<file path="src/tcb_pkg.sv">
/* tightly coupled bus package
   address, data, byte and transfer size types */
package tcb_pkg;

  ////////////////////
  // bus widths
  ////////////////////

  // byte address width
  localparam int unsigned TCB_ADR_W = 32;

  // byte lanes on the data bus
  localparam int unsigned TCB_BYT_N = 4;

  ////////////////////
  // bus vector types
  ////////////////////

  // byte address, any alignment allowed
  typedef logic [TCB_ADR_W-1:0] tcb_adr_t;

  // one byte lane
  typedef logic [8-1:0] tcb_byt_t;

  // read/write data, lane 0 holds the byte at the start address
  typedef logic [TCB_BYT_N*8-1:0] tcb_dat_t;

  // transfer size as log2 of byte count
  // 0 byte, 1 half, 2 word
  // 3 is not a legal transfer size
  typedef logic [2-1:0] tcb_siz_t;

endpackage: tcb_pkg
</file>
<file path="src/tcb_mem_pkg.sv">
/* memory configuration package
   size, port count, read delay and storage index types */
package tcb_mem_pkg;

  ////////////////////
  // configuration
  ////////////////////

  // memory size in bytes, power of two
  localparam int unsigned MEM_SIZ = 256;

  // number of bus ports
  localparam int unsigned PORT_NUM = 2;

  // read data delay in clock cycles, at least 1
  localparam int unsigned RDT_DLY = 1;

  ////////////////////
  // storage types
  ////////////////////

  // byte index into storage
  // low address bits only, so accesses past the end wrap to 0
  typedef logic [$clog2(MEM_SIZ)-1:0] mem_adr_t;

  // one storage index per byte lane of a port
  typedef mem_adr_t [tcb_pkg::TCB_BYT_N-1:0] lane_adr_t;

  // one byte per byte lane of a port
  typedef tcb_pkg::tcb_byt_t [tcb_pkg::TCB_BYT_N-1:0] lane_byt_t;

endpackage: tcb_mem_pkg

</file>
<file path="src/tcb_mem_port.sv">
/* single memory port
   lane decoding, write lanes, read extension and read delay pipeline */
module tcb_mem_port (
  // system clock and synchronous reset
  input  logic                          tcb,
  input  logic                          reset,
  // bus request
  input  logic                          trn,
  input  logic                          wen,
  input  tcb_pkg::tcb_adr_t             adr,
  input  tcb_pkg::tcb_siz_t             siz,
  input  logic                          uns,
  input  tcb_pkg::tcb_dat_t             wdt,
  // storage read lanes
  input  tcb_mem_pkg::lane_byt_t        rd_byt,
  // lane indices, shared by the read and the write path
  output tcb_mem_pkg::lane_adr_t        lane_adr,
  // write lanes toward the arbiter
  output logic [tcb_pkg::TCB_BYT_N-1:0] lane_wen,
  output tcb_mem_pkg::lane_byt_t        lane_byt,
  // bus response
  output tcb_pkg::tcb_dat_t             rdt
);

  import tcb_pkg::*;
  import tcb_mem_pkg::*;

  ////////////////////
  // lane decoding
  ////////////////////

  // lanes covered by the transfer size
  logic [TCB_BYT_N-1:0] lane_val;

  // read request in this cycle
  logic rd_req;

  // byte indices of consecutive lanes
  // the sum is kept to the index width, which gives the wrap
  always_comb begin
    for (int l = 0; l < TCB_BYT_N; l++) begin
      lane_adr[l] = mem_adr_t'(adr) + mem_adr_t'(l);
    end
  end

  // byte count is 2**siz, lane 0 always inside
  always_comb begin
    for (int l = 0; l < TCB_BYT_N; l++) begin
      lane_val[l] = (l < (1 << siz));
    end
  end

  assign rd_req = trn & ~wen;

  ////////////////////
  // write lanes
  ////////////////////

  // strobe only the lanes inside the byte count
  assign lane_wen = {TCB_BYT_N{trn & wen}} & lane_val;

  // write byte 0 sits in lane 0, same order as the lane indices
  assign lane_byt = wdt;

  ////////////////////
  // read extension
  ////////////////////

  // msb of the last transferred byte
  logic     rd_sgn;
  // extended read result
  tcb_dat_t rd_ext;

  // the highest valid lane wins
  always_comb begin
    rd_sgn = 1'b0;
    for (int l = 0; l < TCB_BYT_N; l++) begin
      if (lane_val[l]) begin
        rd_sgn = rd_byt[l][$bits(tcb_byt_t)-1];
      end
    end
  end

  // lanes past the byte count repeat the sign, or zero on unsigned reads
  always_comb begin
    for (int l = 0; l < TCB_BYT_N; l++) begin
      if (lane_val[l]) begin
        rd_ext[l*$bits(tcb_byt_t)+:$bits(tcb_byt_t)] = rd_byt[l];
      end else begin
        rd_ext[l*$bits(tcb_byt_t)+:$bits(tcb_byt_t)] = {$bits(tcb_byt_t){rd_sgn & ~uns}};
      end
    end
  end

  ////////////////////
  // read delay
  ////////////////////

  // stage 0 is the current request, later stages are registers
  for (genvar d = 0; d < RDT_DLY; d++) begin: gen_stg
    logic     vld;
    tcb_dat_t dat;
    if (d == 0) begin: gen_in
      assign vld = rd_req;
      assign dat = rd_ext;
    end else begin: gen_reg
      // valid flag follows the read
      always_ff @(posedge tcb) begin
        if (reset) begin
          vld <= 1'b0;
        end else begin
          vld <= gen_stg[d-1].vld;
        end
      end
      // data moves only with a valid read
      always_ff @(posedge tcb) begin
        if (gen_stg[d-1].vld) begin
          dat <= gen_stg[d-1].dat;
        end
      end
    end
  end: gen_stg

  // output register
  // holds the last read result through idle and write cycles
  always_ff @(posedge tcb) begin
    if (reset) begin
      rdt <= '0;
    end else if (gen_stg[RDT_DLY-1].vld) begin
      rdt <= gen_stg[RDT_DLY-1].dat;
    end
  end

endmodule: tcb_mem_port

</file>
<file path="config.mk">
export PLATFORM = sky130hd
export DESIGN_NAME = tcb_mem_port
export DESIGN_NICKNAME = d
export VERILOG_FILES = /design/src/tcb_pkg.sv /design/src/tcb_mem_pkg.sv /design/src/tcb_mem_port.sv
export SDC_FILE = /design/constraint.sdc
export NUM_CORES = 1
export LEC_CHECK = 0
export ABC_AREA = 0
export ABC_CLOCK_PERIOD_IN_PS = 1300
export BUFFER_PORTS_ARGS = -buffer_cell sky130_fd_sc_hd__buf_4
export CORE_MARGIN = 5
export CORE_UTILIZATION = 35
export DETAILED_ROUTE_END_ITERATION = 16
export PLACE_DENSITY_LB_ADDON = 0.12
export REMOVE_ABC_BUFFERS = 1
export SETUP_SLACK_MARGIN = 0.3
export SLEW_MARGIN = 20
export SYNTH_ARGS = -nofsm -noshare
export SYNTH_HDL_FRONTEND = slang
export SYNTH_SLANG_ARGS = --single-unit
</file>
<file path="constraint.sdc">
create_clock -name tcb -period 1.3 [get_ports tcb]
set_clock_uncertainty 0.1 [all_clocks]
set_input_delay 0 -clock tcb [delete_from_list [all_inputs] [get_ports tcb]]
set_output_delay 0 -clock tcb [all_outputs]
set_load 0.01 [all_outputs]
</file>
Yosys cells after proc, flatten, opt, wreduce, memory -nomap -nowiden
Index checks and enable logic that the tools add are counted.
{"block": "word_totals", "elab_cells": 23, "inputBits": 103, "latch_bits": 0, "mem_count": 0, "out_inout_bits": 100, "reg_bits": 32, "rom_bits": 0, "ram_bits": 0}
{"block": "op_classes", "n_eq_ne": 0, "mul": 0, "n_reduce_logical": 0, "magnitude_cmp": 4, "n_bitwise": 6, "shifts": 1, "n_div": 0, "mux": 8, "add_sub_neg": 3}
{"cell": "3-bit by 32-bit < comparator with 1-bit output, first input constant", "n": 2}
{"cell": "1-bit by 32-bit < comparator with 1-bit output, first input constant", "n": 1}
{"cell": "2-bit by 32-bit < comparator with 1-bit output, first input constant", "n": 1}
{"cell": "8-bit 2-to-1 mux", "n": 4}
{"cell": "1-bit by 2-bit left shift with 32-bit output, first input constant", "n": 1}
{"cell": "8-bit by 2-bit adder with 8-bit output, second input constant", "n": 2}
{"cell": "8-bit by 1-bit adder with 8-bit output, second input constant", "n": 1}
{"cell": "4-bit AND", "n": 1}
{"cell": "1-bit 2-to-1 mux", "n": 4}
{"cell": "1-bit AND", "n": 3}
{"cell": "1-bit inverter", "n": 2}

Depth between registers and ports, before layout
{"block": "logic_depth", "word_depth": 8, "depth_mapped": 5, "depth_no_buf": 5}

Least setup slack after synthesis
No wires, ideal clock.
{"block": "synth_timing", "path_kind": "input-to-reg", "startpoint": "input port siz[0]", "endpoint": "register rdt[23]", "path_stages": 5, "setup_ps": 80, "slack_ps": 296, "path_buffers": 2, "required_ps": 1120, "t_arrival_ps": 824, "path_cell_list": "mux2i_1 > or3_1 > buf_6 > buf_12 > a211oi_2"}
{"block": "synth_via", "elab_chain_cells": 8, "word_cells_on_any_way": 11, "classes_between": "4 x order compare; 1 x shift; 5 x mux; 1 x bitwise"}
{"item": "start: declaration", "line": "tcb_mem_port.sv:11", "rtl": "input tcb_pkg::tcb_siz_t siz,"}
{"item": "1-bit by 2-bit left shift with 32-bit output (*)", "line": "tcb_mem_port.sv:49", "rtl": "lane_val[l] = (l < (1 << siz));"}
{"item": "1-bit by 32-bit < comparator with 1-bit output", "line": "tcb_mem_port.sv:49"}
{"item": "1-bit 2-to-1 mux (4 in series)", "line": "tcb_mem_port.sv:78", "rtl": "if (lane_val[l]) begin"}
{"item": "1-bit AND", "line": "tcb_mem_port.sv:90", "rtl": "rd_ext[l*$bits(tcb_byt_t)+:$bits(tcb_byt_t)] = {$bits(tcb_byt_t){rd_sgn & ~uns}};"}
{"item": "8-bit 2-to-1 mux (*)", "line": "tcb_mem_port.sv:87", "rtl": "if (lane_val[l]) begin"}
{"item": "end signal: assignment", "line": "tcb_mem_port.sv:130", "rtl": "rdt <= gen_stg[RDT_DLY-1].dat;"}
{"item": "end: declaration", "line": "tcb_mem_port.sv:22", "rtl": "output tcb_pkg::tcb_dat_t rdt"}
Mark *: on every way between the ends. The rest lies on a longest branch, timed or not.
A chain may end at the register's enable or synchronous reset.

==> flow_summary_export.csv <==
group,metric,value,unit
status,status,"complete, no violations",
worst_setup_path,crit_family,"buffers and inverters",
synthesis,yosys.area_share.simple,0.165,
synthesis,synth_compound_area_frac,0.182,
worst_setup_path,reg2reg_depth,2,
synthesis,synth-seq-cells,32,
clock_network,cts_tree,"yes",
final_layout,design_area,0.00338,sq mm
worst_setup_path,cp_slowest_cell,"ha_4",
place,dp.cells,372,
synthesis,yosysWarnings,0,
sta,max_freq,1.07,GHz
route,drtPass1Iterations,4,
place,detailed_place_hpwl,5680,um
worst_setup_path,cp-start-kind,"primary input",
grt,grt_start_max_net_pins,33,
sta,setup_viol,0,
job,maxCapViolations,0,
clock_network,cts_made_buffers,5,
sta,tightestPinTransition,0.543,ns
synthesis,syn-cell-area,0.00195,sq mm
route,wire_per_inst,18.2,um
clock_network,path_clk_slew,0.06,ns
final_layout,final_common_cell,"buf_4",
clock_network,cts_htree_levels,2,
grt,gr-total-overflow,0,
floorplanning,io_pins,203,
worst_setup_path,arrival,0.83,ns
worst_setup_path,worstPathCellList,"buf_12, inv_2, ha_4, a21oi_4, nor3_2, xor2_1, buf_4",
floorplanning,die_area,0.00717,sq mm
worst_setup_path,slowest_delay,0.16,ns
clock_network,clkLatencyLatePin,0.27,ns
route,drc,0,
synthesis,yosysSeqAreaShare,0.328,
worst_setup_path,reg2reg_from,"rdt[19]$_SDFFE_PP0P_",
worst_setup_path,worstPathRequired,1.20,ns
floorplanning,num_rows,27,
worst_setup_path,cp_num_buf_inv,3,
synthesis,synthAdderAreaFrac,0.0256,
grt,top_usage_layer,"met2",
final_layout,largest_reg_flops,32,
final_layout,layout-drive-gt1-share,0.403,
power,max-vdd-ir-drop,480,uV
synthesis,synth_xor_area_frac,0.0763,
sta,period_needed,0.932,ns
worst_setup_path,end_kind,"primary output",
final_layout,utilization,0.618,
sta,period_share,0.717,
worst_setup_path,path_class,"primary input to primary output",
synthesis,synth_mux_area_frac,0.00513,
worst_setup_path,r2r_end,"rdt[19]$_SDFFE_PP0P_",
floorplanning,die_height,84.7,um
worst_setup_path,reg2reg_slack,0.52,ns
clock_network,cts_max_path_buffers,2,
final_layout,final_cells,445,
place,port_buffers,114,
clock_network,cts_sinks,32,
place,placed_area,0.00254,sq mm
sta,rsz0062_at_grt,"no",
sta,slew_headroom,0.636,
synthesis,synth_top_family_by_area,"buffers and inverters",
floorplanning,coreArea,0.00547,sq mm
grt,grt_use_met3,0.0815,
grt,grt_pass1_vias,2127,
route,routed_via_density,4.77,
grt,antenna_found_initial,1,
sta,hold_viol_final,0,
hold_path,hold_path_startpoint,"rd_byt[25]",
route,drt-total-wl,8110,um
hold_path,hp-class,"primary input to flop",
final_layout,reg_top3,"rdt (32)",
power,p_per_area,904,mW/mm^2
grt,met2_usage,0.357,
route,num_vias,2123,
final_layout,top_register,"rdt",
final_layout,fillers,510,
floorplanning,die-width,84.7,um
sta,final_max_slew_viol_count,0,
power,leakage,0.00153,uW
grt,grt_pass1_wl,12200,um
grt,use_met1,0.266,
power,power,3060,uW
synthesis,syn_inst,241,
hold_path,min_to,"rdt[25]$_SDFFE_PP0P_",
final_layout,syn_to_final_growth,73.3,%
synthesis,syn_avg_cell_area,8.10,sq um
worst_setup_path,path_max_fanout,6,
floorplanning,initial_core_util,0.357,
hold_path,whs_path_depth,3,
route,antenna_left,0,
sta,tns,0,ns
grt,grtUsageTotal,0.215,
final_layout,final_cell_mix,"buf_4, dlygate4sd3_1, dfxtp_1",
place,gp_congestion,0.753,
final_layout,layout.nets,478,
clock_network,clockRootBuffer,"clkbuf_8",
route,dr.first_iter.drc_count,45,
synthesis,synth_cell_types,27,
## worst max-delay path by stage
stage / start / slack (ns) / end / depth (start not counted)
floorplan: trn / -0.28 / rdt[16]$_SDFFE_PP0P_ / 3
global placement: adr[1] / 0.13 / lane_adr[31] / 7
detailed placement: adr[1] / 0.13 / lane_adr[31] / 7
CTS: adr[0] / 0.30 / lane_adr[30] / 6
global route: adr[1] / 0.31 / lane_adr[15] / 6
finish: adr[1] / 0.37 / lane_adr[31] / 7
## logic make-up after synthesis
logic type / after synthesis
buf+inv: 63
simple gates: 75
xor+xnor: 17
fa+ha+maj: 4
mux: 1
compound gates: 49
flops: 32
## power breakdown
part	leakage (uW)	switching, uW	internal (uW)
clock network	0.0000645	356	676
logic	0.00120	442	510
registers	0.000263	30.7	1040
total	0.00153	829	2230
## final cells by class
type,instances,area [sq um],area share
Sequential cell,32,641,0.189
Multi-Input combinational cell,146,937,0.277
Timing Repair Buffer,182,1570,0.464
Clock inverter,1,30.0,0.00888
Clock buffer,7,96.3,0.0285
Inverter,4,15.0,0.00444
Tap cell,72,90.1,0.0266
Antenna cell,1,2.50,0.000740
## synth_stat cells, drive strengths merged
master	number	area, sq um
buf	50	377
dfxtp	32	641
nand2	30	113
nor2	29	109
a21oi	25	125
a211oi	24	230
xnor2	10	87.6
clkbuf	9	33.8
xor2	7	61.3
ha	4	50.1
inv	4	15.0
nand3	3	15.0
and2	2	12.5
and3	2	12.5
nand2b	2	12.5
and4	1	8.76
mux2i	1	10.0
nand4	1	6.26
nor2b	1	6.26
nor3	1	5.00
nor4b	1	8.76
or2	1	6.26
or3	1	6.26
## metrics by stage
| step | setup slack (ns) | hold WS [ns] |
|---|---|---|
| 3_5_place_dp | 0.126 | -0.0999 |
| 5_1_grt | 0.308 | 0.00813 |
| 6_report | 0.368 | 0.0133 |
| 4_1_cts | 0.303 | 0.00178 |
| 2_1_floorplan | -0.280 | -0.100 |
| 3_3_place_gp | 0.125 | -0.0999 |
## worst min-delay path, delay by kind of cell
family,cells,cell delay [ns]
buf+inv,1,0.08
compound gates,2,0.26
## timing repair
action / in CTS / in global routing
pin swaps: 4 / 7
hold buffers: 60 / 0
gates resized for setup: 8 / 10
buffers inserted: 2 / 2
endpoints found under the hold margin: 60 / 0
endpoints found under the setup margin: 5 / 7
## per-layer routing
layer  wire length (um)  vias to the layer above
met2               3940                       97
met5                 10                        -
li1                   -                     1017
met3                687                       12
met4                 99                        2
met1               3370                      995
Power figures use the tool's default switching activity.
