<file path="src/tcb_pkg.sv">
/* tightly coupled bus package
   address, data, byte and transfer size types */
package tcb_pkg;

  ////////////////////
  // bus widths
  ////////////////////

  // byte address width
  localparam int unsigned TCB_ADR_W = 32;

  // byte lanes on the data bus
  localparam int unsigned TCB_BYT_N = 4;

  ////////////////////
  // bus vector types
  ////////////////////

  // byte address, any alignment allowed
  typedef logic [TCB_ADR_W-1:0] tcb_adr_t;

  // one byte lane
  typedef logic [8-1:0] tcb_byt_t;

  // read/write data, lane 0 holds the byte at the start address
  typedef logic [TCB_BYT_N*8-1:0] tcb_dat_t;

  // transfer size as log2 of byte count
  // 0 byte, 1 half, 2 word
  // 3 is not a legal transfer size
  typedef logic [2-1:0] tcb_siz_t;

endpackage: tcb_pkg
</file>
<file path="src/tcb_mem_pkg.sv">
/* memory configuration package
   size, port count, read delay and storage index types */
package tcb_mem_pkg;

  ////////////////////
  // configuration
  ////////////////////

  // memory size in bytes, power of two
  localparam int unsigned MEM_SIZ = 256;

  // number of bus ports
  localparam int unsigned PORT_NUM = 2;

  // read data delay in clock cycles, at least 1
  localparam int unsigned RDT_DLY = 1;

  ////////////////////
  // storage types
  ////////////////////

  // byte index into storage
  // low address bits only, so accesses past the end wrap to 0
  typedef logic [$clog2(MEM_SIZ)-1:0] mem_adr_t;

  // one storage index per byte lane of a port
  typedef mem_adr_t [tcb_pkg::TCB_BYT_N-1:0] lane_adr_t;

  // one byte per byte lane of a port
  typedef tcb_pkg::tcb_byt_t [tcb_pkg::TCB_BYT_N-1:0] lane_byt_t;

endpackage: tcb_mem_pkg

</file>
<file path="src/tcb_write_arbiter.sv">
/* write arbiter
   resolves same-byte writes across ports, higher port index wins */
module tcb_write_arbiter (
  // write lanes from the ports
  input  logic [tcb_pkg::TCB_BYT_N-1:0] lane_wen [tcb_mem_pkg::PORT_NUM],
  input  tcb_mem_pkg::lane_adr_t        lane_adr [tcb_mem_pkg::PORT_NUM],
  input  tcb_mem_pkg::lane_byt_t        lane_byt [tcb_mem_pkg::PORT_NUM],
  // committed write lanes toward storage
  output logic [tcb_pkg::TCB_BYT_N-1:0] wr_en [tcb_mem_pkg::PORT_NUM],
  output tcb_mem_pkg::lane_adr_t        wr_adr [tcb_mem_pkg::PORT_NUM],
  output tcb_mem_pkg::lane_byt_t        wr_byt [tcb_mem_pkg::PORT_NUM]
);

  import tcb_pkg::*;
  import tcb_mem_pkg::*;

  ////////////////////
  // conflict check
  ////////////////////

  // a lane loses when a higher port writes the same index this cycle
  // lanes inside one port are consecutive indices and never collide,
  // so only higher ports are searched
  always_comb begin
    for (int p = 0; p < PORT_NUM; p++) begin
      for (int l = 0; l < TCB_BYT_N; l++) begin
        // start from the port's own strobe
        wr_en[p][l] = lane_wen[p][l];
        for (int q = p + 1; q < PORT_NUM; q++) begin
          for (int m = 0; m < TCB_BYT_N; m++) begin
            if (lane_wen[q][m] && (lane_adr[q][m] == lane_adr[p][l])) begin
              wr_en[p][l] = 1'b0;
            end
          end
        end
      end
    end
  end

  ////////////////////
  // lane payload
  ////////////////////

  // index and byte go to storage unchanged, only the strobe is filtered
  always_comb begin
    for (int p = 0; p < PORT_NUM; p++) begin
      wr_adr[p] = lane_adr[p];
      wr_byt[p] = lane_byt[p];
    end
  end

endmodule: tcb_write_arbiter

</file>
<file path="config.mk">
export PLATFORM = sky130hd
export DESIGN_NAME = tcb_write_arbiter
export DESIGN_NICKNAME = d
export VERILOG_FILES = /design/src/tcb_pkg.sv /design/src/tcb_mem_pkg.sv /design/src/tcb_write_arbiter.sv
export SDC_FILE = /design/constraint.sdc
export NUM_CORES = 1
export LEC_CHECK = 0
export BUFFER_PORTS_ARGS = -buffer_cell sky130_fd_sc_hd__buf_4
export CAP_MARGIN = 20
export CORE_AREA = 2 2 105 107
export DETAILED_ROUTE_END_ITERATION = 10
export DIE_AREA = 0 0 107 109
export PLACE_DENSITY = 0.56
export SYNTH_ARGS = -nofsm -noshare
export SYNTH_HDL_FRONTEND = slang
export SYNTH_SLANG_ARGS = --single-unit
</file>
<file path="constraint.sdc">
create_clock -name vclk -period 1.1
set_input_delay 0.055 -clock vclk [all_inputs]
set_output_delay 0.055 -clock vclk [all_outputs]
set_load 0.01 [all_outputs]
</file>
### After elaboration in Yosys (flattened, before gate mapping)

Index checks and enable logic that the tools add are counted.

| storage, ports and cells | value |
|---|---|
| register bits after elaboration | 0 |
| output and inout bits | 136 |
| memories | 0 |
| ROM bits | 0 |
| bits in writable memories | 0 |
| input bits | 136 |
| latch bits | 0 |

| cells by class | value |
|---|---|
| bitwise operators | 0 |
| multiply operators | 0 |
| shift-type cells | 0 |
| reductions and logical operators | 16 |
| add/sub/neg operators | 0 |
| divide/modulo/power cells | 0 |
| equal/unequal tests | 16 |
| mux-type cells | 16 |
| order comparisons | 0 |

Operators with widths:

| kind | count |
|---|---|
| $eq 8x8->1 | 16 |
| $logic_and 1x1->1 | 16 |
| $mux 1 | 16 |

### Depth between registers and ports, before layout

Gate-level depths: netlist (run 1).

| logic depth | value |
|---|---|
| word-level depth | 6 |
| mapped depth | 6 |
| gate-level depth less buffers | 5 |

### Worst setup path after synthesis (run 1)

OpenSTA, ideal clock, no wires.

| timing | value |
|---|---|
| kind | input to output |
| start | input port lane_adr[33] in the netlist's numbering |
| end | output port wr_en[4] in the netlist's numbering |
| buffers on the path | 1 |
| arrival time | 0.927 ns |
| stages | 6 |
| slack | 0.118 ns |
| required time | 1.045 ns |
| path through | buf_2 xor2_1 nor4_1 nand3_1 nor4_1 nor3_1 |

RTL lines:

| item | line | RTL |
|---|---|---|
| from (decl) | tcb_write_arbiter.sv:6 | `input tcb_mem_pkg::lane_adr_t lane_adr [tcb_mem_pkg::PORT_NUM],` |
| to (decl) | tcb_write_arbiter.sv:9 | `output logic [tcb_pkg::TCB_BYT_N-1:0] wr_en [tcb_mem_pkg::PORT_NUM],` |

==> results, run 1 <==
- Summed over all instances, the cell type with the most area after synthesis is buf_4.
- Counting tap cells, the placed design contains a total of 527 instances.
- Of the post-synthesis cell area, the dominant cell type holds 0.402.
- The areal power density over the cells is between 400 and 500 nW/um^2.
- For this run, the total global-route usage over all layers was measured as 0.146.
- The die footprint is 11700 um^2.
- The initial core utilization is 0.233.
- Buffers inserted to repair hold after CTS numbered 0.
- At the worst endpoint, the arrival time is 1.30 ns.
- The worst pin sits at a relative slew slack of 0.712.
- The max-cap check violation count is 0.
- The data required time of the critical path is about 1.0 ns.
- Detailed routing inserted a total of 2196 vias.
- Synthesis produced a netlist with a net count of approximately 450.
- Dividing the detail-routed via count by the number of cells gives 4.17.
- The area added between synthesis and finish is 35.5%.
- The total area of sequential cells is 0 um^2.
- The classification of the worst-slack hold path is input pin to output pin.
- Of the total synthesized cell area, the portion taken by full adders, half adders and majority gates is 0.
- From left edge to right edge, the die measures roughly 110 um.
- After synthesis, the share of cell area in mux cells is 0.
- Subtracting the final worst setup slack from the clock period gives between 1 and 1.5 ns.
- The number of diodes is 0.
- The post-route DRC violation count is 0.
- The share of the core filled with cells in the final layout is 0.315.
- After detailed routing, the average wire length per cell comes to 17.5 um.
- The number of warnings printed during yosys synthesis is 0.
- The final clock period utilization by the worst path is 1.24.
- In this run the static leakage power is approximately 1.6 nW.
- The share of cells above drive strength 1 is 0.574.
- The number of primary I/O pins is between 200 and 300.
- The element type at the critical path start is an input pin.
- The standard cell core area is 10600 um^2.
- The sequential-to-total area share from yosys stat is 0.
- Across all setup checks in the final design, the least slack found is -0.259 ns.
- The final reports fail on setup timing.
- The number of antenna-violating nets in the routed design is 0.
- The cell row count is 38.
- The number of different library cells in the post-synthesis netlist is 10.
- By startpoint and endpoint, the worst setup path is classified as input pin to output pin.
- The worst vdd rail ir drop is about 0.15 mV.
- For this run, the detailed router's first-pass iteration total came to 4.
- The achievable frequency is 736 MHz.
- The detailed placement HPWL is approximately 8.1 mm.
- Of the total synthesized cell area, the portion taken by AND, OR, NAND and NOR gates is 0.112.
- The worst setup slack before clock tree synthesis is -0.332 ns.
- Synthesis produced 315 cells.
- Along the worst path, the maximum fanout reaches 4.
- The compound-cell area share of the yosys netlist is 0.0304.
- Averaged over all synthesized cells, the footprint is roughly 7.8 um^2.
- The first global-routing pass estimated 13.0 mm of wire.
- The total routed wirelength is slightly above 9 mm.
- The number of hold-slack violations in the final timing report was 0.
- There are 0 flip-flops and latches.
- The number of buffers added for setup after CTS is 0.
- The count of pins over their slew limit is 0.
- Overall power consumption after layout is estimated at ~1.4 mW.
- The largest family of logic cells by synthesized area is XOR/XNOR gates.
- The synthesized cell area is ~2500 um^2.
- The xor and xnor fraction of the mapped netlist area is 0.454.
- The number of global-route vias before repair was ~2200.
- The initial DRC count is 52.
- Summed over all layers, the global routing overflow is 0.
- Setup violations remaining at the end of the flow were counted as 4.
- The number of antenna violations at the first check in global routing was 0.
- The nature of the critical path endpoint is an output pin.
- The global placer's final weighted congestion is between 0.8 and 0.9.
- The count of placed standard cells in the final layout, fillers left out is 527.
- The total of clock buffers placed in the layout is 0.
- The largest net degree at the start of global routing is 6.
- In the final timing run, aggregate negative setup slack is -0.997 ns.
- For this run, the post-layout net count is about 530.
- Setup repair after global routing could not meet its margin everywhere.
- The transition time at the pin with the least slew margin is roughly 0.43 ns.
- The vertical die dimension is 109 um.
- The count of buffers inserted at the top-level ports is approximately 140.
- The run finished, with violations left.
- Yosys attributes the largest share of cell area to buf_4, xor2_1, xnor2_1.
report_power, final:
part           switching (mW)  total (mW)  internal [mW]  leakage (nW)
sequential                  0           0              0             0
clock                       0           0              0             0
combinational           0.691        1.43          0.744          1.56
total                   0.691        1.43          0.744          1.56
layout by cell type (no fill, tap or decap):
master / netlist / layout
o41ai_2: 4 / 4
nand3_1: 16 / 16
nor4_1: 26 / 16
xnor2_1: 22 / 22
nor3_1: 4 / 4
buf_12: 0 / 1
buf_8: 0 / 2
nand4_1: 2 / 2
xor2_1: 106 / 103
nor4_2: 0 / 10
xor2_2: 0 / 3
buf_4: 132 / 190
buf_6: 0 / 12
o21ai_1: 0 / 2
layer usage:
| metal | part of all wire | up-vias | global-route usage |
|---|---|---|---|
| met3 | 0.067 | 16 | 0.0197 |
| met4 | 0.018 | 0 | 0.0325 |
| met5 | 0 | - | 0 |
| li1 | - | 1048 | - |
| met1 | 0.41 | 1023 | 0.183 |
| met2 | 0.51 | 109 | 0.266 |
critical path, cell delays in order:
cell,delay (ns)
buf_4,0.12
buf_4,0.15
xor2_1,0.14
nor4_1,0.33
nand4_1,0.15
o21ai_1,0.11
nor3_1,0.09
buf_4,0.16
final timing paths:
kind / end / startpoint / slack (ns) / cells past startpoint
max: wr_en[4] / lane_adr[37] / -0.26 / 8
min: wr_byt[1] / lane_byt[1] / 0.11 / 0
cell families (layout without fill, tap and decap cells):
family          after synthesis  after routing
xor+xnor                    128            128
compound gates                6              6
simple gates                 48             48
buf+inv                     133            205
through the flow:
step                hold WS [ns]  cell area (um^2)
floorplan                  0.201              2470
global placement           0.110              3200
detailed placement         0.110              3200
CTS                        0.110              3300
global route               0.110              3340
finish                     0.110              3340
what timing repair did:
item	4_1_cts	5_1_grt
pin swaps	5	3
endpoints found under the setup margin	4	4
resized for setup	23	8
cell usage after synthesis:
cell type  instances
xnor2_1           22
xor2_1           106
buf_2              1
nor3_1             4
nor4_1            26
o41ai_2            4
nand4_1            2
nand3_1           16
o21ai_0            2
buf_4            132
cell type report:
| type | count | area (um^2) |
|---|---|---|
| well taps | 140 | 175 |
| multi-input cells | 182 | 1560 |
| fillers | 1139 | 7260 |
| repair buffers | 205 | 1610 |
Power figures use the tool's default switching activity.
==> inputs of run 2 (changes only) <==
CORE_AREA = default   (was 2 2 105 107)
CORE_MARGIN = 5   (was default)
CORE_UTILIZATION = 24   (was default)
DIE_AREA = default   (was 0 0 107 109)
PLACE_DENSITY = 0.57   (was 0.56)
==> run 2 against run 1 <==
  * The run still ends with setup timing left
  * Non-clock buffer count down 2
  * Largest cell class unchanged
  * Utilization up 0.36 points
  * Sequential cell count unchanged
  * Critical path type unchanged
  * Critical endpoint unchanged
  * Largest power group unchanged
  * Maximum frequency down 7.0%
==> results, run 2 (same netlist as run 1, synthesis figures left out) <==
- The post-route DRC violation count was 0 (unchanged).
- The data arrival time of the critical path is 1.41 ns (+0.11 ns).
- The most frequent standard cell in the layout excluding fill and tap cells is buf_4.
- The global-route wire length before repair is 13.8 mm (+6.8%).
- The portion of total power attributed to sequential cells is 0 (unchanged).
- The leakage power summed over all cells is 1.54 nW (-1.6%).
- The number of buffers added for setup after CTS came to 0 (unchanged).
- The average routed wire per standard cell was 17.9 um (+2.6%).
- The run finished, with violations left.
- The final worst slack is -0.362 ns (-0.103 ns).
- The cell row count is 37 (-2.6%).
- The largest net degree at the start of global routing is 6 (unchanged).
- The worst hold path belongs to the class input pin to output pin.
- The count of placed standard cells in the final layout, fillers left out is 521 (-1.1%).
- Leaving out fill and tap cells, the most frequent cells in the layout are buf_4, xor2_1, xnor2_1, nor4_1, nand3_1.
- The share of cells above drive strength 1 is 0.558 (-0.0152).
- The cell family with the largest share of critical-path delay is simple AND/OR/NAND/NOR gates.
- The largest driver fanout on the critical path came to 4 (unchanged).
- The class of the most critical setup path is input pin to output pin.
- The total area of sequential cells came to 0 um^2 (unchanged).
- The checks that failed: setup timing.
- The launching element of the worst setup path is lane_adr[20].
- The areal power density over the cells is 430 nW/um^2 (+0.25%).
- The max-cap check violation count is 0 (unchanged).
- The all-layer global routing usage was 0.141 (-0.00533).
- The number of primary I/O pins is 272 (unchanged).
- The global placer's final weighted congestion is 0.893 (+3.3%).
- In this design, the critical path's most frequently occurring cell is buf_4.
- The number of placed cells counting well taps is 521 (-1.1%).
- The transition time at the pin with the least slew margin is 0.387 ns (-0.0420 ns).
- Among all stages on the critical path, the largest delay is contributed by nor4_2.
- The achievable frequency was 684 MHz (-7.0%).
- The clock period minus final worst setup slack is 1.46 ns (+0.103 ns).
- The highest cell delay on the worst timing path came to 0.33 ns (about the same).
- The detailed-routing iteration count for the pre-antenna-repair pass is 4 (unchanged).
- The initial DRC count is 62 (+19%).
- The number of antenna violations at the first check in global routing came to 0 (unchanged).
- STA classifies the critical path endpoint as an output pin.
- Setup repair after global routing could not meet its margin everywhere.
- The vias per cell is 4.16 (-0.14%).
- The number of nets at the end of the flow is 523 (-0.38%).
- The overall die width was 111 um (+4.1%).
- The number of diodes is 0 (unchanged).
- The count of buffers inserted at the top-level ports came to 144 (unchanged).
- The standard cell core area is 10200 um^2 (-3.9%).
- The total of clock buffers placed in the layout came to 0 (unchanged).
- The cell-internal power is 718 uW (-3.4%).
- The number of vias after detailed routing is 2168 (-1.3%).
- The total routed wirelength is 9.35 mm (+1.4%).
- The vertical die dimension came to 111 um (+2.2%).
- The proportion of power drawn by combinational gates is 1.000 (about the same).
- The detailed placement HPWL was 8.28 mm (+1.7%).
- The die footprint is 12400 um^2 (+6.4%).
- The area added between synthesis and finish is 31.6%.
- The overflow left after global routing is 0 (unchanged).
- Traced cell by cell, the critical path runs through buf_4, buf_12, xor2_1, nor4_2, nand3_1, o41ai_2, nor3_1, buf_4.
- The count of endpoints failing setup in the final report was 4 (unchanged).
- The data required time of the critical path was 1.04 ns (about the same).
- The share of total power in the clock network was 0 (unchanged).
- The count of pins over their slew limit was 0 (unchanged).
- The worst relative slew slack was 0.740 (+0.0282).
- The number of sequential storage elements is 0 (unchanged).
- The number of antenna-violating nets in the routed design is 0 (unchanged).
- The number of hold buffers added after CTS is 0 (unchanged).
- The net switching component of the power was 679 uW (-1.7%).
- The number of instances on the worst hold path was 0 (unchanged).
- The buffer and inverter count on the worst path is 3 (unchanged).
- The number of hold-slack violations in the final timing report is 0 (unchanged).
- The switching share of power is 0.486 (+0.00434).
- The worst vdd rail ir drop came to 0.129 mV (-12%).
- The initial core utilization came to 0.242 (+0.00955).
- The number of global-route vias before repair is 2393 (+7.3%).
- The depth of the critical timing path with buffers and inverters included is 8 (unchanged).
- The worst setup slack before clock tree synthesis is -0.451 ns (-0.119 ns).
- The final clock period utilization by the worst path is 1.33 (+0.0936).
- In this run the worst setup path terminates at wr_en[4].
- STA classifies the critical path startpoint as an input pin.
[run 2: metrics by stage]
| stage | power (mW) | cell area [um^2] | setup TNS [ns] | utilization | hold WS (ns) |
|---|---|---|---|---|---|
| after detailed placement | 1.39 | 3180 | -1.44 | 0.312 | 0.110 |
| after CTS | 1.41 | 3220 | -1.25 | 0.316 | 0.110 |
| after global placement | 1.38 | 3180 | -1.41 | 0.312 | 0.110 |
| final | 1.40 | 3250 | -1.25 | 0.319 | 0.110 |
| after floorplan | 0.869 | 2470 | 0 | - | 0.201 |
| after global routing | 1.51 | 3250 | -1.63 | 0.319 | 0.110 |
[run 2: cell type report]
cell class	instances	area, um^2
Fill cell	1114	6940
Multi-Input combinational cell	182	1520
Tap cell	136	170
Timing Repair Buffer	203	1560
[run 2: layer usage]
metal,vias to the layer above,part of all wire,global-route usage,routed length (um)
li1,1049,-,-,-
met1,993,0.42,0.178,3900
met2,106,0.50,0.254,4670
met3,20,0.067,0.0212,630
met4,0,0.016,0.0268,153
met5,-,0,0,0
[run 2: timing repair]
action / CTS / global route
endpoints found under the setup margin: 4 / 4
pin swaps: 1 / 0
endpoints found under the hold margin: 0 / 0
gates resized for setup: 8 / 5
[run 2: worst min path at each step]
stage	start	to	slack [ns]
detailed placement	lane_byt[15]	wr_byt[15]	0.11
floorplan	lane_wen[5]	wr_en[5]	0.20
global route	lane_byt[44]	wr_byt[44]	0.11
CTS	lane_byt[15]	wr_byt[15]	0.11
global placement	lane_byt[15]	wr_byt[15]	0.11
finish	lane_byt[20]	wr_byt[20]	0.11
[run 2: power groups by stage]
stage               clock [mW]  combinational (mW)  sequential (mW)
floorplan                    0               0.869                0
global placement             0                1.38                0
detailed placement           0                1.39                0
CTS                          0                1.41                0
global route                 0                1.51                0
finish                       0                1.40                0
==> inputs of run 3 (changes only) <==
CELL_PAD_IN_SITES_DETAIL_PLACEMENT = 1   (was default)
CELL_PAD_IN_SITES_GLOBAL_PLACEMENT = 1   (was default)
CORE_UTILIZATION = 23   (was 24)
PLACE_DENSITY = 0.82   (was 0.57)
==> run 3 against run 2 <==
  * The run still ends with setup timing left
  * Cell area grew 6.3%
  * Non-clock buffer count up 8
  * Sequential cell count stayed put
  * Utilization is 1.3 points higher
  * Critical path depth decreased by 1
  * Global-route usage is 1.1 points higher
  * First-iteration DRC count fell by 26%
  * Combinational power is 8% higher
  * Via count is 6.0% higher
  * Sequential share of layout area did not move
  * Die area rose by 4.0%
  * Cell count rose by 1.5%
  * Critical path type unchanged
  * Largest cell class unchanged
==> results, run 3 (same netlist as run 1, synthesis figures left out) <==
- The cell row count was 37 (unchanged).
- The run finished, with violations left.
- The most critical setup path has its endpoint at wr_en[6].
- The transition time at the pin with the least slew margin is 0.341 ns (-0.0459 ns).
- The standard cell core area is 10400 um^2 (+2.3%).
- The element type at the critical path start is an input pin.
- The worst vdd rail ir drop came to 0.161 mV (+25%).
- The average routed wire per standard cell is 19.9 um (+11%).
- The number of sequential storage elements is 0 (unchanged).
- The die footprint was 12900 um^2 (+4.0%).
- The number of nets at the end of the flow came to 531 (+1.5%).
- The global placer's final weighted congestion is 0.910 (+2.0%).
- The worst setup slack before clock tree synthesis was -0.465 ns (-0.0141 ns).
- The vertical die dimension was 114 um (+2.0%).
- The count of placed standard cells in the final layout, fillers left out is 529 (+1.5%).
- In the layout the commonest cells are buf_4, xor2_1, xnor2_1, nor4_2, nand3_1.
- The largest net degree at the start of global routing is 6 (unchanged).
- The overflow left after global routing is 0 (unchanged).
- The total area of sequential cells came to 0 um^2 (unchanged).
- The initial core utilization is 0.237 (-0.00538).
- The count of endpoints failing setup in the final report is 4 (unchanged).
- The final worst slack is -0.313 ns (+0.0492 ns).
- The share of cells above drive strength 1 is 0.603 (+0.0446).
- The number of vias after detailed routing was 2297 (+6.0%).
- The number of antenna-violating nets in the routed design is 0 (unchanged).
- The data required time of the critical path was 1.04 ns (about the same).
- The post-layout instance area is 3450 um^2 (+6.3%).
- The leakage power summed over all cells is 1.60 nW (+3.9%).
- The number of primary I/O pins is 272 (unchanged).
- The total of clock buffers placed in the layout is 0 (unchanged).
- The initial DRC count is 46 (-26%).
- The global-route wire length before repair is 15.4 mm (+11%).
- The placement-stage cell area was 3200 um^2 (+0.79%).
- The vias per cell came to 4.34 (+4.3%).
- The post-route worst hold slack was 0.110 ns (-0.00000100 ns).
- The count of buffers inserted at the top-level ports came to 144 (unchanged).
- The final reports fail on setup timing.
- The worst-path cell with the longest stage delay is nor4_2.
- Setup repair after global routing could not meet its margin everywhere.
- The total routed wirelength is 10.5 mm (+12%).
- The kind of cell with the highest combined delay along the critical path is simple AND/OR/NAND/NOR gates.
- Traced cell by cell, the critical path runs through buf_4, xor2_1, nor4_2, nand3_1, o41ai_2, nor4_1, buf_4.
- The data arrival time of the critical path was 1.36 ns (-0.05 ns).
- The most frequent standard cell in the layout excluding fill and tap cells is buf_4.
- The clock period minus final worst setup slack came to 1.41 ns (-0.0492 ns).
- The count of pins over their slew limit is 0 (unchanged).
- The depth of the critical timing path with buffers and inverters included came to 7 (-1).
- The detailed-routing iteration count for the pre-antenna-repair pass is 4 (unchanged).
- The areal power density over the cells is 436 nW/um^2 (+1.5%).
- The min-delay analysis places its worst path in the category input pin to output pin.
- The number of placed cells counting well taps came to 526 (+0.96%).
- The launching element of the worst setup path is lane_adr[4].
- The number of global-route vias before repair is 2647 (+11%).
- The count of fill cells added during filler insertion came to 1281 (+15%).
- The post-route DRC violation count was 0 (unchanged).
- The worst relative slew slack was 0.771 (+0.0309).
- The largest driver fanout on the critical path came to 3 (-1).
- The highest cell delay on the worst timing path is 0.30 ns (-0.03 ns).
- The final clock period utilization by the worst path is 1.28 (-0.0447).
- The number of hold-slack violations in the final timing report was 0 (unchanged).
- The overall die width is 114 um (+2.0%).
- From synthesis to final layout, the design area changed by 40.0%.
- The achievable frequency is 708 MHz (+3.5%).
- The max-cap check violation count is 0 (unchanged).
- The number of diodes came to 0 (unchanged).
- The buffer and inverter count on the worst path came to 2 (-1).
- In this design, the critical path's most frequently occurring cell is buf_4.
- The all-layer global routing usage came to 0.152 (+0.0112).
- The number of antenna violations at the first check in global routing came to 0 (unchanged).
- The critical path is of the input pin to output pin type.
- STA classifies the critical path endpoint as an output pin.
- The detailed placement HPWL is 9.32 mm (+12%).
- The number of hold buffers added after CTS came to 0 (unchanged).
## run 3: cell types whose count changed in the layout (fill, tap and decap cells not counted), moves of 3 or more
cell	previous run	this run
buf_6	2	14
xor2_1	106	100
buf_4	199	196
nor4_2	8	16
nor4_1	18	10
xor2_2	0	4
## run 3: metrics by stage
stage / TNS, ns / utilization / total power [mW]
6_report: -1.12 / 0.332 / 1.51
5_1_grt: -1.51 / 0.332 / 1.62
4_1_cts: -1.19 / 0.315 / 1.46
3_5_place_dp: -1.39 / 0.308 / 1.42
3_3_place_gp: -1.23 / 0.308 / 1.39
2_1_floorplan: 0 / - / 0.869
## run 3: worst min path at each step
stage / from / end / slack [ns] / cells after the start
4_1_cts: lane_byt[13] / wr_byt[13] / 0.11 / 0
3_5_place_dp: lane_byt[13] / wr_byt[13] / 0.11 / 0
6_report: lane_byt[11] / wr_byt[11] / 0.11 / 0
3_3_place_gp: lane_byt[13] / wr_byt[13] / 0.11 / 0
5_1_grt: lane_byt[29] / wr_byt[29] / 0.11 / 0
2_1_floorplan: lane_wen[5] / wr_en[5] / 0.20 / 2
## run 3: repair_timing
action	4_1_cts	5_1_grt
gates resized for setup	15	26
setup endpoints to repair	4	4
pin swaps	7	14
hold endpoints to repair	0	0
buffers inserted	0	3
cloned	0	0
## run 3: power by group
part,internal [mW],switching (mW)
clock,0,0
sequential,0,0
combinational,0.761,0.746
## run 3: area by class of cell
class	count	area [um^2]	area share
Multi-Input combinational cell	182	1640	0.475
Tap cell	136	170	0.0493
Timing Repair Buffer	211	1640	0.476
## run 3: layer usage
layer / routed length, um / GRT usage
met3: 843 / 0.0255
met5: 0 / 0
met2: 5210 / 0.277
met1: 4270 / 0.188
met4: 190 / 0.0280
